### config.mk
export PLATFORM = sky130hd
export DESIGN_NAME = gpio_subsystem_top
export DESIGN_NICKNAME = d
export VERILOG_FILES = /design/src/design/avmm_bus_pkg.sv /design/src/design/gpio_map_pkg.sv /design/src/design/gpio_in_sync.sv /design/src/design/avmm_gpio_regs.sv /design/src/design/gpio_pin_ctrl.sv /design/src/design/gpio_subsystem_top.sv
export VERILOG_INCLUDE_DIRS = /design/src /design/src/design
export SDC_FILE = /design/constraint.sdc
export NUM_CORES = 1
export LEC_CHECK = 0
export ABC_AREA = 0
export BUFFER_PORTS_ARGS = -buffer_cell sky130_fd_sc_hd__clkbuf_2
export CORE_ASPECT_RATIO = 0.6
export CORE_MARGIN = 4
export CORE_UTILIZATION = 51
export DETAILED_ROUTE_END_ITERATION = 10
export PLACE_DENSITY_LB_ADDON = 0.2
export SKIP_CTS_REPAIR_TIMING = 1
export SLEW_MARGIN = 30
export SYNTH_ARGS = -nofsm -noshare
export SYNTH_HDL_FRONTEND = slang
export SYNTH_SLANG_ARGS = --single-unit
### constraint.sdc
create_clock -name clk_ifc -period 1.35 [get_ports clk_ifc]
set_input_delay 0.0675 -clock clk_ifc [delete_from_list [all_inputs] [get_ports clk_ifc]]
set_output_delay 0.0675 -clock clk_ifc [all_outputs]
set_load 0.01 [all_outputs]
### src/design/gpio_settings.svh
// GPIO peripheral settings
// Bus widths, register region sizes, identification and output reset values
`ifndef GPIO_SETTINGS_SVH
`define GPIO_SETTINGS_SVH

// Bus geometry
`define GPIO_DATA_W         32
`define GPIO_ADDR_W         8

// Register regions, eight words in total
`define GPIO_NUM_COMMON     4
`define GPIO_NUM_IN         2
`define GPIO_NUM_OUT        2

// Identification, read back together as {version, id}
`define GPIO_VERSION        16'h0102
`define GPIO_ID             16'h6a10

// Pad state out of reset, all pads undriven
`define GPIO_OUT_DATA_RST   32'h0000_a5a5
`define GPIO_OUT_OE_RST     32'h0000_0000

`endif

### src/design/avmm_bus_pkg.sv
// Avalon-MM bus side types for the GPIO slave
`default_nettype none

`include "gpio_settings.svh"

package avmm_bus_pkg;

    localparam int DATA_W = `GPIO_DATA_W;
    localparam int ADDR_W = `GPIO_ADDR_W;
    // One enable per byte lane
    localparam int BE_W   = DATA_W / 8;

    typedef logic [DATA_W-1:0] bus_word_t;
    typedef logic [ADDR_W-1:0] bus_addr_t;
    typedef logic [BE_W-1:0]   bus_be_t;

    // Avalon response encoding, subset used by this slave
    typedef enum logic [1:0] {
        RESP_OKAY        = 2'b00,
        RESP_SLAVE_ERROR = 2'b10
    } bus_resp_t;

endpackage

`default_nettype wire

### src/design/gpio_map_pkg.sv
// GPIO register map
// Word indices of each region and the board strap layout
`default_nettype none

`include "gpio_settings.svh"

package gpio_map_pkg;

    localparam int NUM_REGS  = `GPIO_NUM_COMMON + `GPIO_NUM_IN + `GPIO_NUM_OUT;
    localparam int REG_IDX_W = $clog2(NUM_REGS);

    typedef logic [REG_IDX_W-1:0] reg_idx_t;

    // Common registers
    localparam reg_idx_t REG_VERSION_ID   = reg_idx_t'(0);
    localparam reg_idx_t REG_NUM_REGS     = reg_idx_t'(1);
    localparam reg_idx_t REG_DEVICE_STATE = reg_idx_t'(2);
    localparam reg_idx_t REG_SCRATCH      = reg_idx_t'(3);

    // Input region follows the common block, outputs come last
    localparam reg_idx_t REG_IN_PINS   = reg_idx_t'(`GPIO_NUM_COMMON);
    localparam reg_idx_t REG_IN_STRAPS = reg_idx_t'(`GPIO_NUM_COMMON + 1);
    localparam reg_idx_t REG_OUT_DATA  = reg_idx_t'(`GPIO_NUM_COMMON + `GPIO_NUM_IN);
    localparam reg_idx_t REG_OUT_OE    = reg_idx_t'(`GPIO_NUM_COMMON + `GPIO_NUM_IN + 1);

    // Board straps, zero-extended in the straps register
    typedef struct packed {
        logic [3:0] board_rev;
        logic [1:0] boot_mode;
    } strap_t;

endpackage

`default_nettype wire

### src/design/gpio_in_sync.sv
// Input synchronizer
// Two flop stages bring an asynchronous packed payload into the clock domain
`timescale 1ns/1ns
`default_nettype none

module gpio_in_sync #(
    parameter type payload_t = avmm_bus_pkg::bus_word_t
) (
    input  wire logic     clk_ifc,
    input  wire logic     rst_n,
    input  wire payload_t async_in,
    output payload_t      sync_out
);

    //////////////////////////////////////////////////
    // Synchronizer chain

    // First stage may go metastable, never used directly
    payload_t meta_q;
    payload_t stable_q;

    always_ff @(posedge clk_ifc or negedge rst_n) begin
        if (!rst_n) begin
            meta_q   <= '0;
            stable_q <= '0;
        end else begin
            meta_q   <= async_in;
            stable_q <= meta_q;
        end
    end

    //////////////////////////////////////////////////
    // Output

    assign sync_out = stable_q;

endmodule

`default_nettype wire

### src/design/avmm_gpio_regs.sv
// GPIO register file with Avalon-MM slave
// Decodes word accesses, applies byte lanes and strobes output updates
`timescale 1ns/1ns
`default_nettype none

`include "gpio_settings.svh"

module avmm_gpio_regs (
    input  wire logic                      clk_ifc,
    input  wire logic                      rst_n,

    // Avalon-MM slave
    input  wire avmm_bus_pkg::bus_addr_t   address,
    input  wire logic                      read,
    input  wire logic                      write,
    input  wire avmm_bus_pkg::bus_word_t   writedata,
    input  wire avmm_bus_pkg::bus_be_t     byteenable,
    output avmm_bus_pkg::bus_word_t        readdata,
    output logic                           readdatavalid,
    output avmm_bus_pkg::bus_resp_t        response,
    output logic                           writeresponsevalid,

    // Input register sources, already synchronized
    input  wire avmm_bus_pkg::bus_word_t   in_pins,
    input  wire gpio_map_pkg::strap_t      in_straps,

    // Output registers toward the pin controller
    output avmm_bus_pkg::bus_word_t        out_data,
    output avmm_bus_pkg::bus_word_t        out_oe,
    output logic                           gpout_stb
);

    import avmm_bus_pkg::*;
    import gpio_map_pkg::*;

    //////////////////////////////////////////////////
    // Declarations

    localparam int BYTE_OFS_W = $clog2(BE_W);

    reg_idx_t  word_idx;
    logic      addr_legal;
    logic      idx_output;
    bus_word_t rd_word;

    bus_word_t scratch_q;
    bus_word_t out_data_q;
    bus_word_t out_oe_q;
    bus_word_t in_pins_q;
    strap_t    in_straps_q;
    logic      device_up_q;

    // Replace only the byte lanes that are enabled
    function automatic bus_word_t lane_merge(
        input bus_word_t old_word,
        input bus_word_t new_word,
        input bus_be_t   be
    );
        bus_word_t merged;
        merged = old_word;
        for (int b = 0; b < BE_W; b++) begin
            if (be[b]) begin
                merged[8*b +: 8] = new_word[8*b +: 8];
            end
        end
        return merged;
    endfunction

    //////////////////////////////////////////////////
    // Address decode

    assign word_idx   = reg_idx_t'(address >> BYTE_OFS_W);
    // Word aligned and inside the eight-word map
    assign addr_legal = (address[BYTE_OFS_W-1:0] == '0) &&
                        ((address >> BYTE_OFS_W) < NUM_REGS);
    assign idx_output = (word_idx == REG_OUT_DATA) || (word_idx == REG_OUT_OE);

    // Read mux, every legal word is readable
    always_comb begin
        case (word_idx)
            REG_VERSION_ID:   rd_word = {`GPIO_VERSION, `GPIO_ID};
            REG_NUM_REGS:     rd_word = bus_word_t'(NUM_REGS);
            REG_DEVICE_STATE: rd_word = bus_word_t'(device_up_q);
            REG_SCRATCH:      rd_word = scratch_q;
            REG_IN_PINS:      rd_word = in_pins_q;
            REG_IN_STRAPS:    rd_word = bus_word_t'(in_straps_q);
            REG_OUT_DATA:     rd_word = out_data_q;
            REG_OUT_OE:       rd_word = out_oe_q;
            default:          rd_word = '0;
        endcase
    end

    //////////////////////////////////////////////////
    // Register file

    // Writable words, read-only ones accept writes and keep their value
    always_ff @(posedge clk_ifc or negedge rst_n) begin
        if (!rst_n) begin
            scratch_q  <= '0;
            out_data_q <= `GPIO_OUT_DATA_RST;
            out_oe_q   <= `GPIO_OUT_OE_RST;
        end else if (write && addr_legal) begin
            case (word_idx)
                REG_SCRATCH:  scratch_q  <= lane_merge(scratch_q, writedata, byteenable);
                REG_OUT_DATA: out_data_q <= lane_merge(out_data_q, writedata, byteenable);
                REG_OUT_OE:   out_oe_q   <= lane_merge(out_oe_q, writedata, byteenable);
                default: ;
            endcase
        end
    end

    // Input words reload every cycle
    always_ff @(posedge clk_ifc or negedge rst_n) begin
        if (!rst_n) begin
            in_pins_q   <= '0;
            in_straps_q <= '0;
        end else begin
            in_pins_q   <= in_pins;
            in_straps_q <= in_straps;
        end
    end

    // Device reports up from the first clock out of reset
    always_ff @(posedge clk_ifc or negedge rst_n) begin
        if (!rst_n) begin
            device_up_q <= 1'b0;
        end else begin
            device_up_q <= 1'b1;
        end
    end

    //////////////////////////////////////////////////
    // Responses and update strobe

    always_ff @(posedge clk_ifc or negedge rst_n) begin
        if (!rst_n) begin
            readdata           <= '0;
            readdatavalid      <= 1'b0;
            writeresponsevalid <= 1'b0;
            response           <= RESP_OKAY;
            gpout_stb          <= 1'b0;
        end else begin
            readdatavalid      <= read;
            writeresponsevalid <= write;
            // Illegal reads return zero data
            readdata           <= (read && addr_legal) ? rd_word : '0;
            if ((read || write) && !addr_legal) begin
                response <= RESP_SLAVE_ERROR;
            end else begin
                response <= RESP_OKAY;
            end
            gpout_stb          <= write && addr_legal && idx_output;
        end
    end

    assign out_data = out_data_q;
    assign out_oe   = out_oe_q;

endmodule

`default_nettype wire

### src/design/gpio_pin_ctrl.sv
// GPIO pin controller
// Applies output registers to the pads on strobe and builds the pin view
`timescale 1ns/1ns
`default_nettype none

`include "gpio_settings.svh"

module gpio_pin_ctrl (
    input  wire logic                    clk_ifc,
    input  wire logic                    rst_n,

    // From the register block
    input  wire avmm_bus_pkg::bus_word_t out_data,
    input  wire avmm_bus_pkg::bus_word_t out_oe,
    input  wire logic                    gpout_stb,

    // Synchronized pad levels
    input  wire avmm_bus_pkg::bus_word_t pad_in_sync,

    // Pad side and the merged input view
    output avmm_bus_pkg::bus_word_t      pad_out,
    output avmm_bus_pkg::bus_word_t      pad_oe,
    output avmm_bus_pkg::bus_word_t      pin_view
);

    //////////////////////////////////////////////////
    // Pad latches

    // Pads change only on the strobe, so data and direction
    // written as separate words land together
    always_ff @(posedge clk_ifc or negedge rst_n) begin
        if (!rst_n) begin
            pad_out <= `GPIO_OUT_DATA_RST;
            pad_oe  <= `GPIO_OUT_OE_RST;
        end else if (gpout_stb) begin
            pad_out <= out_data;
            pad_oe  <= out_oe;
        end
    end

    //////////////////////////////////////////////////
    // Input view

    // Driven bits reflect what we drive, the rest come from the pad
    assign pin_view = (pad_oe & pad_out) | (~pad_oe & pad_in_sync);

endmodule

`default_nettype wire

### src/design/gpio_subsystem_top.sv
// GPIO subsystem top level
// Input synchronizers, register block and pin controller
`timescale 1ns/1ns
`default_nettype none

module gpio_subsystem_top (
    input  wire logic                    clk_ifc,
    input  wire logic                    rst_n,

    // Avalon-MM slave
    input  wire avmm_bus_pkg::bus_addr_t address,
    input  wire logic                    read,
    input  wire logic                    write,
    input  wire avmm_bus_pkg::bus_word_t writedata,
    input  wire avmm_bus_pkg::bus_be_t   byteenable,
    output avmm_bus_pkg::bus_word_t      readdata,
    output logic                         readdatavalid,
    output avmm_bus_pkg::bus_resp_t      response,
    output logic                         writeresponsevalid,

    // Pads and straps, inputs asynchronous
    input  wire avmm_bus_pkg::bus_word_t pad_in,
    input  wire gpio_map_pkg::strap_t    board_straps,
    output avmm_bus_pkg::bus_word_t      pad_out,
    output avmm_bus_pkg::bus_word_t      pad_oe
);

    import avmm_bus_pkg::*;
    import gpio_map_pkg::*;

    bus_word_t pad_in_sync;
    strap_t    straps_sync;
    bus_word_t pin_view;
    bus_word_t out_data;
    bus_word_t out_oe;
    logic      gpout_stb;

    //////////////////////////////////////////////////
    // Input synchronizers

    gpio_in_sync #(
        .payload_t (bus_word_t)
    ) u_pin_sync (
        .clk_ifc  (clk_ifc),
        .rst_n    (rst_n),
        .async_in (pad_in),
        .sync_out (pad_in_sync)
    );

    gpio_in_sync #(
        .payload_t (strap_t)
    ) u_strap_sync (
        .clk_ifc  (clk_ifc),
        .rst_n    (rst_n),
        .async_in (board_straps),
        .sync_out (straps_sync)
    );

    //////////////////////////////////////////////////
    // Register block and pin controller

    avmm_gpio_regs u_regs (
        .clk_ifc            (clk_ifc),
        .rst_n              (rst_n),
        .address            (address),
        .read               (read),
        .write              (write),
        .writedata          (writedata),
        .byteenable         (byteenable),
        .readdata           (readdata),
        .readdatavalid      (readdatavalid),
        .response           (response),
        .writeresponsevalid (writeresponsevalid),
        .in_pins            (pin_view),
        .in_straps          (straps_sync),
        .out_data           (out_data),
        .out_oe             (out_oe),
        .gpout_stb          (gpout_stb)
    );

    gpio_pin_ctrl u_pin_ctrl (
        .clk_ifc     (clk_ifc),
        .rst_n       (rst_n),
        .out_data    (out_data),
        .out_oe      (out_oe),
        .gpout_stb   (gpout_stb),
        .pad_in_sync (pad_in_sync),
        .pad_out     (pad_out),
        .pad_oe      (pad_oe),
        .pin_view    (pin_view)
    );

endmodule

`default_nettype wire

Yosys cells after proc, flatten, opt, wreduce, memory -nomap -nowiden

Cells that the tools add are included.

Order comparisons: 1
Equality and inequality tests: 7
Mux-type cells: 3
Bitwise operators: 4
Reductions and logical operators: 22

Operators with widths:

| operator                                                             | count |
|---|---|
| 32-bit case mux with 8 select lines                                  | 1 |
| 32-bit AND                                                           | 2 |
| 3-bit AND reduction                                                  | 12 |
| 32-bit 2-to-1 mux                                                    | 1 |
| 32-bit inverter                                                      | 1 |
| 32-bit bitwise OR                                                    | 1 |
| 3-bit == test, second input constant                                 | 4 |
| 3-bit by 2-bit == test with 1-bit output, second input constant      | 2 |
| 6-bit by 4-bit < comparator with 1-bit output, second input constant | 1 |
| 1-bit logical AND                                                    | 5 |
| 3-bit by 1-bit == test with 1-bit output, second input constant      | 1 |
| 3-bit zero test                                                      | 1 |
| 2-bit zero test                                                      | 1 |
| 1-bit logical OR                                                     | 2 |
| 2-bit 2-to-1 mux                                                     | 1 |
| 1-bit zero test                                                      | 1 |

Register bits after elaboration: 312
Input port bits: 86
Output and inout port bits: 100
Logic and storage cells: 66

Depth between registers and ports, before layout

Depth after elaboration: 5
Depth in mapped cells: 6
Gate-level depth less buffers: 3

Hierarchy

Synthesis repeated with hierarchy kept, for this count alone.

Cell total of the unflattened synthesis: 736
Area, all modules: 11996.5 um^2

By module, submodules not included:

| module                      | times used | cells each | area each (um^2) | sequential area each (um^2) |
|---|---|---|---|---|
| avmm_gpio_regs              | 1          | 493        | 7045.5           | 4289.1 |
| gpio_pin_ctrl               | 1          | 167        | 3049.2           | 1611.5 |
| gpio_in_sync (u_pin_sync)   | 1          | 64         | 1601.5           | 1601.5 |
| gpio_in_sync (u_strap_sync) | 1          | 12         | 300.3            | 300.3 |

Least setup slack after synthesis

No wires, ideal clock.

Path kind: reg-to-reg
Start: register u_regs.gpout_stb
End: register u_pin_ctrl.pad_oe[10]
Arrival time: 1306 ps
Setup slack: -80 ps
Cell stages (with the launch flop): 4
Path buffers: 2
Clock period less this slack: 1430 ps
Cell sequence: dfrtp_1 > clkbuf_1 > clkbuf_1 > mux2_2

RTL lines:

| what                   | RTL line              | source |
|---|---|---|
| from (decl)            | avmm_gpio_regs.sv:30  | `output logic gpout_stb` |
| from (signal assigned) | avmm_gpio_regs.sv:152 | `gpout_stb <= write && addr_legal && idx_output;` |
| to (signal assigned)   | gpio_pin_ctrl.sv:34   | `` pad_oe <= `GPIO_OUT_OE_RST; `` |
| to (signal assigned)   | gpio_pin_ctrl.sv:37   | `pad_oe <= out_oe;` |
| to (decl)              | gpio_pin_ctrl.sv:22   | `output avmm_bus_pkg::bus_word_t pad_oe,` |

No word-level cell between the ends.

Worst setup path after layout

Start: register u_pin_ctrl.pad_out[13]
End: output pad_out[13]

RTL lines:

| what                   | RTL line                 | source |
|---|---|---|
| from (decl)            | gpio_pin_ctrl.sv:21      | `output avmm_bus_pkg::bus_word_t pad_out,` |
| from (signal assigned) | gpio_pin_ctrl.sv:33      | `` pad_out <= `GPIO_OUT_DATA_RST; `` |
| from (signal assigned) | gpio_pin_ctrl.sv:36      | `pad_out <= out_data;` |
| to (decl)              | gpio_subsystem_top.sv:24 | `output avmm_bus_pkg::bus_word_t pad_out,` |

No word-level cell between the ends.

==> out/metrics.cfg <==
[pwr]
switching_share_pct=21.16
total_leakage_power_nw=7.426
total_power_mw=18.85
internal_power_mw=14.86
clkPwrFrac_pct=42.5
seqPwrFrac_pct=51.5
p_comb_share_pct=6.0
switchingPower_mw=3.990
peakVddDrop_mv=1.179
cellPowerDensity_nw_per_um2=1264

[flow_run]
maxCapViolations=0

[synth]
synth.area.top_cells=dfrtp_1, mux2_2, dfstp_2
synth.distinct_cells=33
yosysTopAreaCell=dfrtp_1
ys_seq_area_share_pct=67.38
yosys_warnings=0
synth_area_um2=11580
syn_inst=710
avgSynthCellArea_um2=16.31
synth-seq-cells=311
synth_flop_cell=dfrtp_1
async_flop_share_pct=100.0
synth_top_area_share_pct=63.75
synth_edf_count=0
synth_nets=796

[drt]
first_iter_violations=305
wl_per_cell_um=19.71
drc=0
post_drt_via_cell_ratio=5.221
ant_nets=0
wirelength_um=26460
num_vias=7007
dr.pass1.iters=4

[global_routing]
grt_use_total_pct=20.72
antenna_found_initial=4
grt_pass1_vias=7411
grt_overflow=0
grt_max_degree=57
grt_first_pass_wirelength_um=41410

[worst_setup_path]
endpoint_kind=output port
crit_fanout=3
cpPeakStageDelay_ns=0.54
critPathArrivalTime_ns=1.23
crit_required_ns=1.28
cp_slowest_cell=dfstp_2
path_buf_inv=1
crit_type=flop to output port
critPathTopFamily=flip-flops
start_kind=flop
crit_chain=clkbuf_2

[worst_hold_path]
hold_class=input port to async pin

[placement]
port_buffers=184
hpwl_um=18090
place_congestion=0.8153
dp.cells=1214
dpl_cell_area_um2=13220

[clock_network]
cts_tree=built
numCtsBuffers=28
root_buffer=clkbuf_16
cts_sinks=311
cts_max_path_buffers=3
h-tree-depth=1
clk_pin_slew_ns=0.06
clock_latency_ns=0.54

[floorplan]
ios=186
die_w_um=202.5
die_h_um=124.7
coreArea_um2=22180
dieArea_um2=25260
initial_core_util_pct=52.22
rows=42

[cells_and_area]
fin_area_um2=14910
drive_gt1_share_pct=49.47
layout.cells.non_filler=1342
final_nets=1096
multi_input_area_um2=3613
seq_area_um2=7806
layout_commonest_cell=dfrtp_1
layout_common_cells=dfrtp_1, mux2_2, clkbuf_2
fillers=1589
syn2layout_area_growth_pct=28.80

[sta]
grt_setup_unrepaired=no
fin_crit_sh_pct=95.86
hold_viol=0
min_period_ns=1.294
finClkSkew_ns=0.01159
finalSetupViolations=0
setup_tns_ns=0
slew_violations=0
fmax_mhz=772.8

[run_status]
status=finished, final reports clean

==> metal layers <==
| metal | global-route usage [%] | share of wire [%] | routed length [µm] | vias up |
|---|---|---|---|---|
| li1 | - | - | - | 3154 |
| met1 | 29.32 | 45 | 11940 | 3643 |
| met2 | 32.71 | 48 | 12650 | 158 |
| met3 | 4.918 | 4.9 | 1304 | 50 |
| met4 | 5.385 | 2.1 | 554 | 2 |
| met5 | 0 | 0.026 | 7 | - |
==> state kept, by name (all words and copies together) (netlist names), 32 cells and up <==
register             flops
u_regs.scratch_q        32
u_regs.out_oe           32
u_regs.readdata         32
u_regs.in_pins_q        32
u_pin_sync.meta_q       32
u_regs.out_data         32
u_pin_ctrl.pad_out      32
u_pin_sync.sync_out     32
u_pin_ctrl.pad_oe       32
==> metrics by stage <==
step	setup WS (ns)	util, %	hold slack [ns]
finish	0.05594	67.25	0.02066
global route	0.002268	67.25	0.02563
CTS	0.02341	63.88	-0.5825
detailed placement	-0.2461	59.63	-0.008798
global placement	-0.1829	59.63	-0.01098
floorplan	-0.08035	-	-0.2281
==> final timing paths <==
path	cells after the start	slack [ns]	endpoint	from
max in group asynchronous	3	0.64	u_regs.out_oe[22]	rst_n
min reg2reg	0	0.35	u_regs.in_straps_q[2]	u_strap_sync.sync_out[2]
max reg2reg	2	0.16	u_pin_ctrl.pad_out[19]	u_regs.gpout_stb
min	2	0.02	u_pin_ctrl.pad_oe[1]	rst_n
max	1	0.06	pad_out[13]	u_pin_ctrl.pad_out[13]
min in group clk_ifc	3	0.03	u_regs.out_oe[23]	byteenable[2]
==> cell families (layout without fill, tap and decap cells) <==
kind of cell    Yosys count  in the layout  synth area share (%)
compound gates           57             57                 3.760
buf+inv                  36            357                 1.480
flops                   311            311                 67.38
mux                     245            245                 23.40
other cells               2              5               0.06485
simple gates             59             59                 3.911
==> final cells by class <==
cell class	instances	share of cell area [%]
sequential	311	52.34
multi-input combinational	363	24.23
timing repair buffer	303	14.40
clock buffer	44	5.713
tap	308	2.584
clock inverter	7	0.6124
inverter	3	0.07550
antenna	3	0.05034
==> cell usage after synthesis, types with 3 or more instances <==
cell type  count
dfrtp_1      295
mux2_2       206
mux2i_1       39
nor2_1        21
o22a_1        18
clkbuf_1      16
dfstp_2       16
buf_2         14
nand2_1        9
a22oi_1        8
nand4_4        8
a21oi_1        7
a221oi_1       5
and3_1         5
a211oi_1       4
a21o_1         3
a2bb2oi_1      3
inv_1          3
nand2b_1       3
nor2b_1        3
o21ai_0        3
o22ai_1        3
==> power by group through the flow <==
stage	sequential, mW	clock [mW]	combinational (mW)
3_3_place_gp	9.86	0	0.931
6_report	9.71	8.01	1.13
4_1_cts	9.71	8.23	0.972
3_5_place_dp	9.88	0	0.967
2_1_floorplan	9.84	0	0.393
5_1_grt	9.73	8.64	1.25
Power figures use the tool's default switching activity.
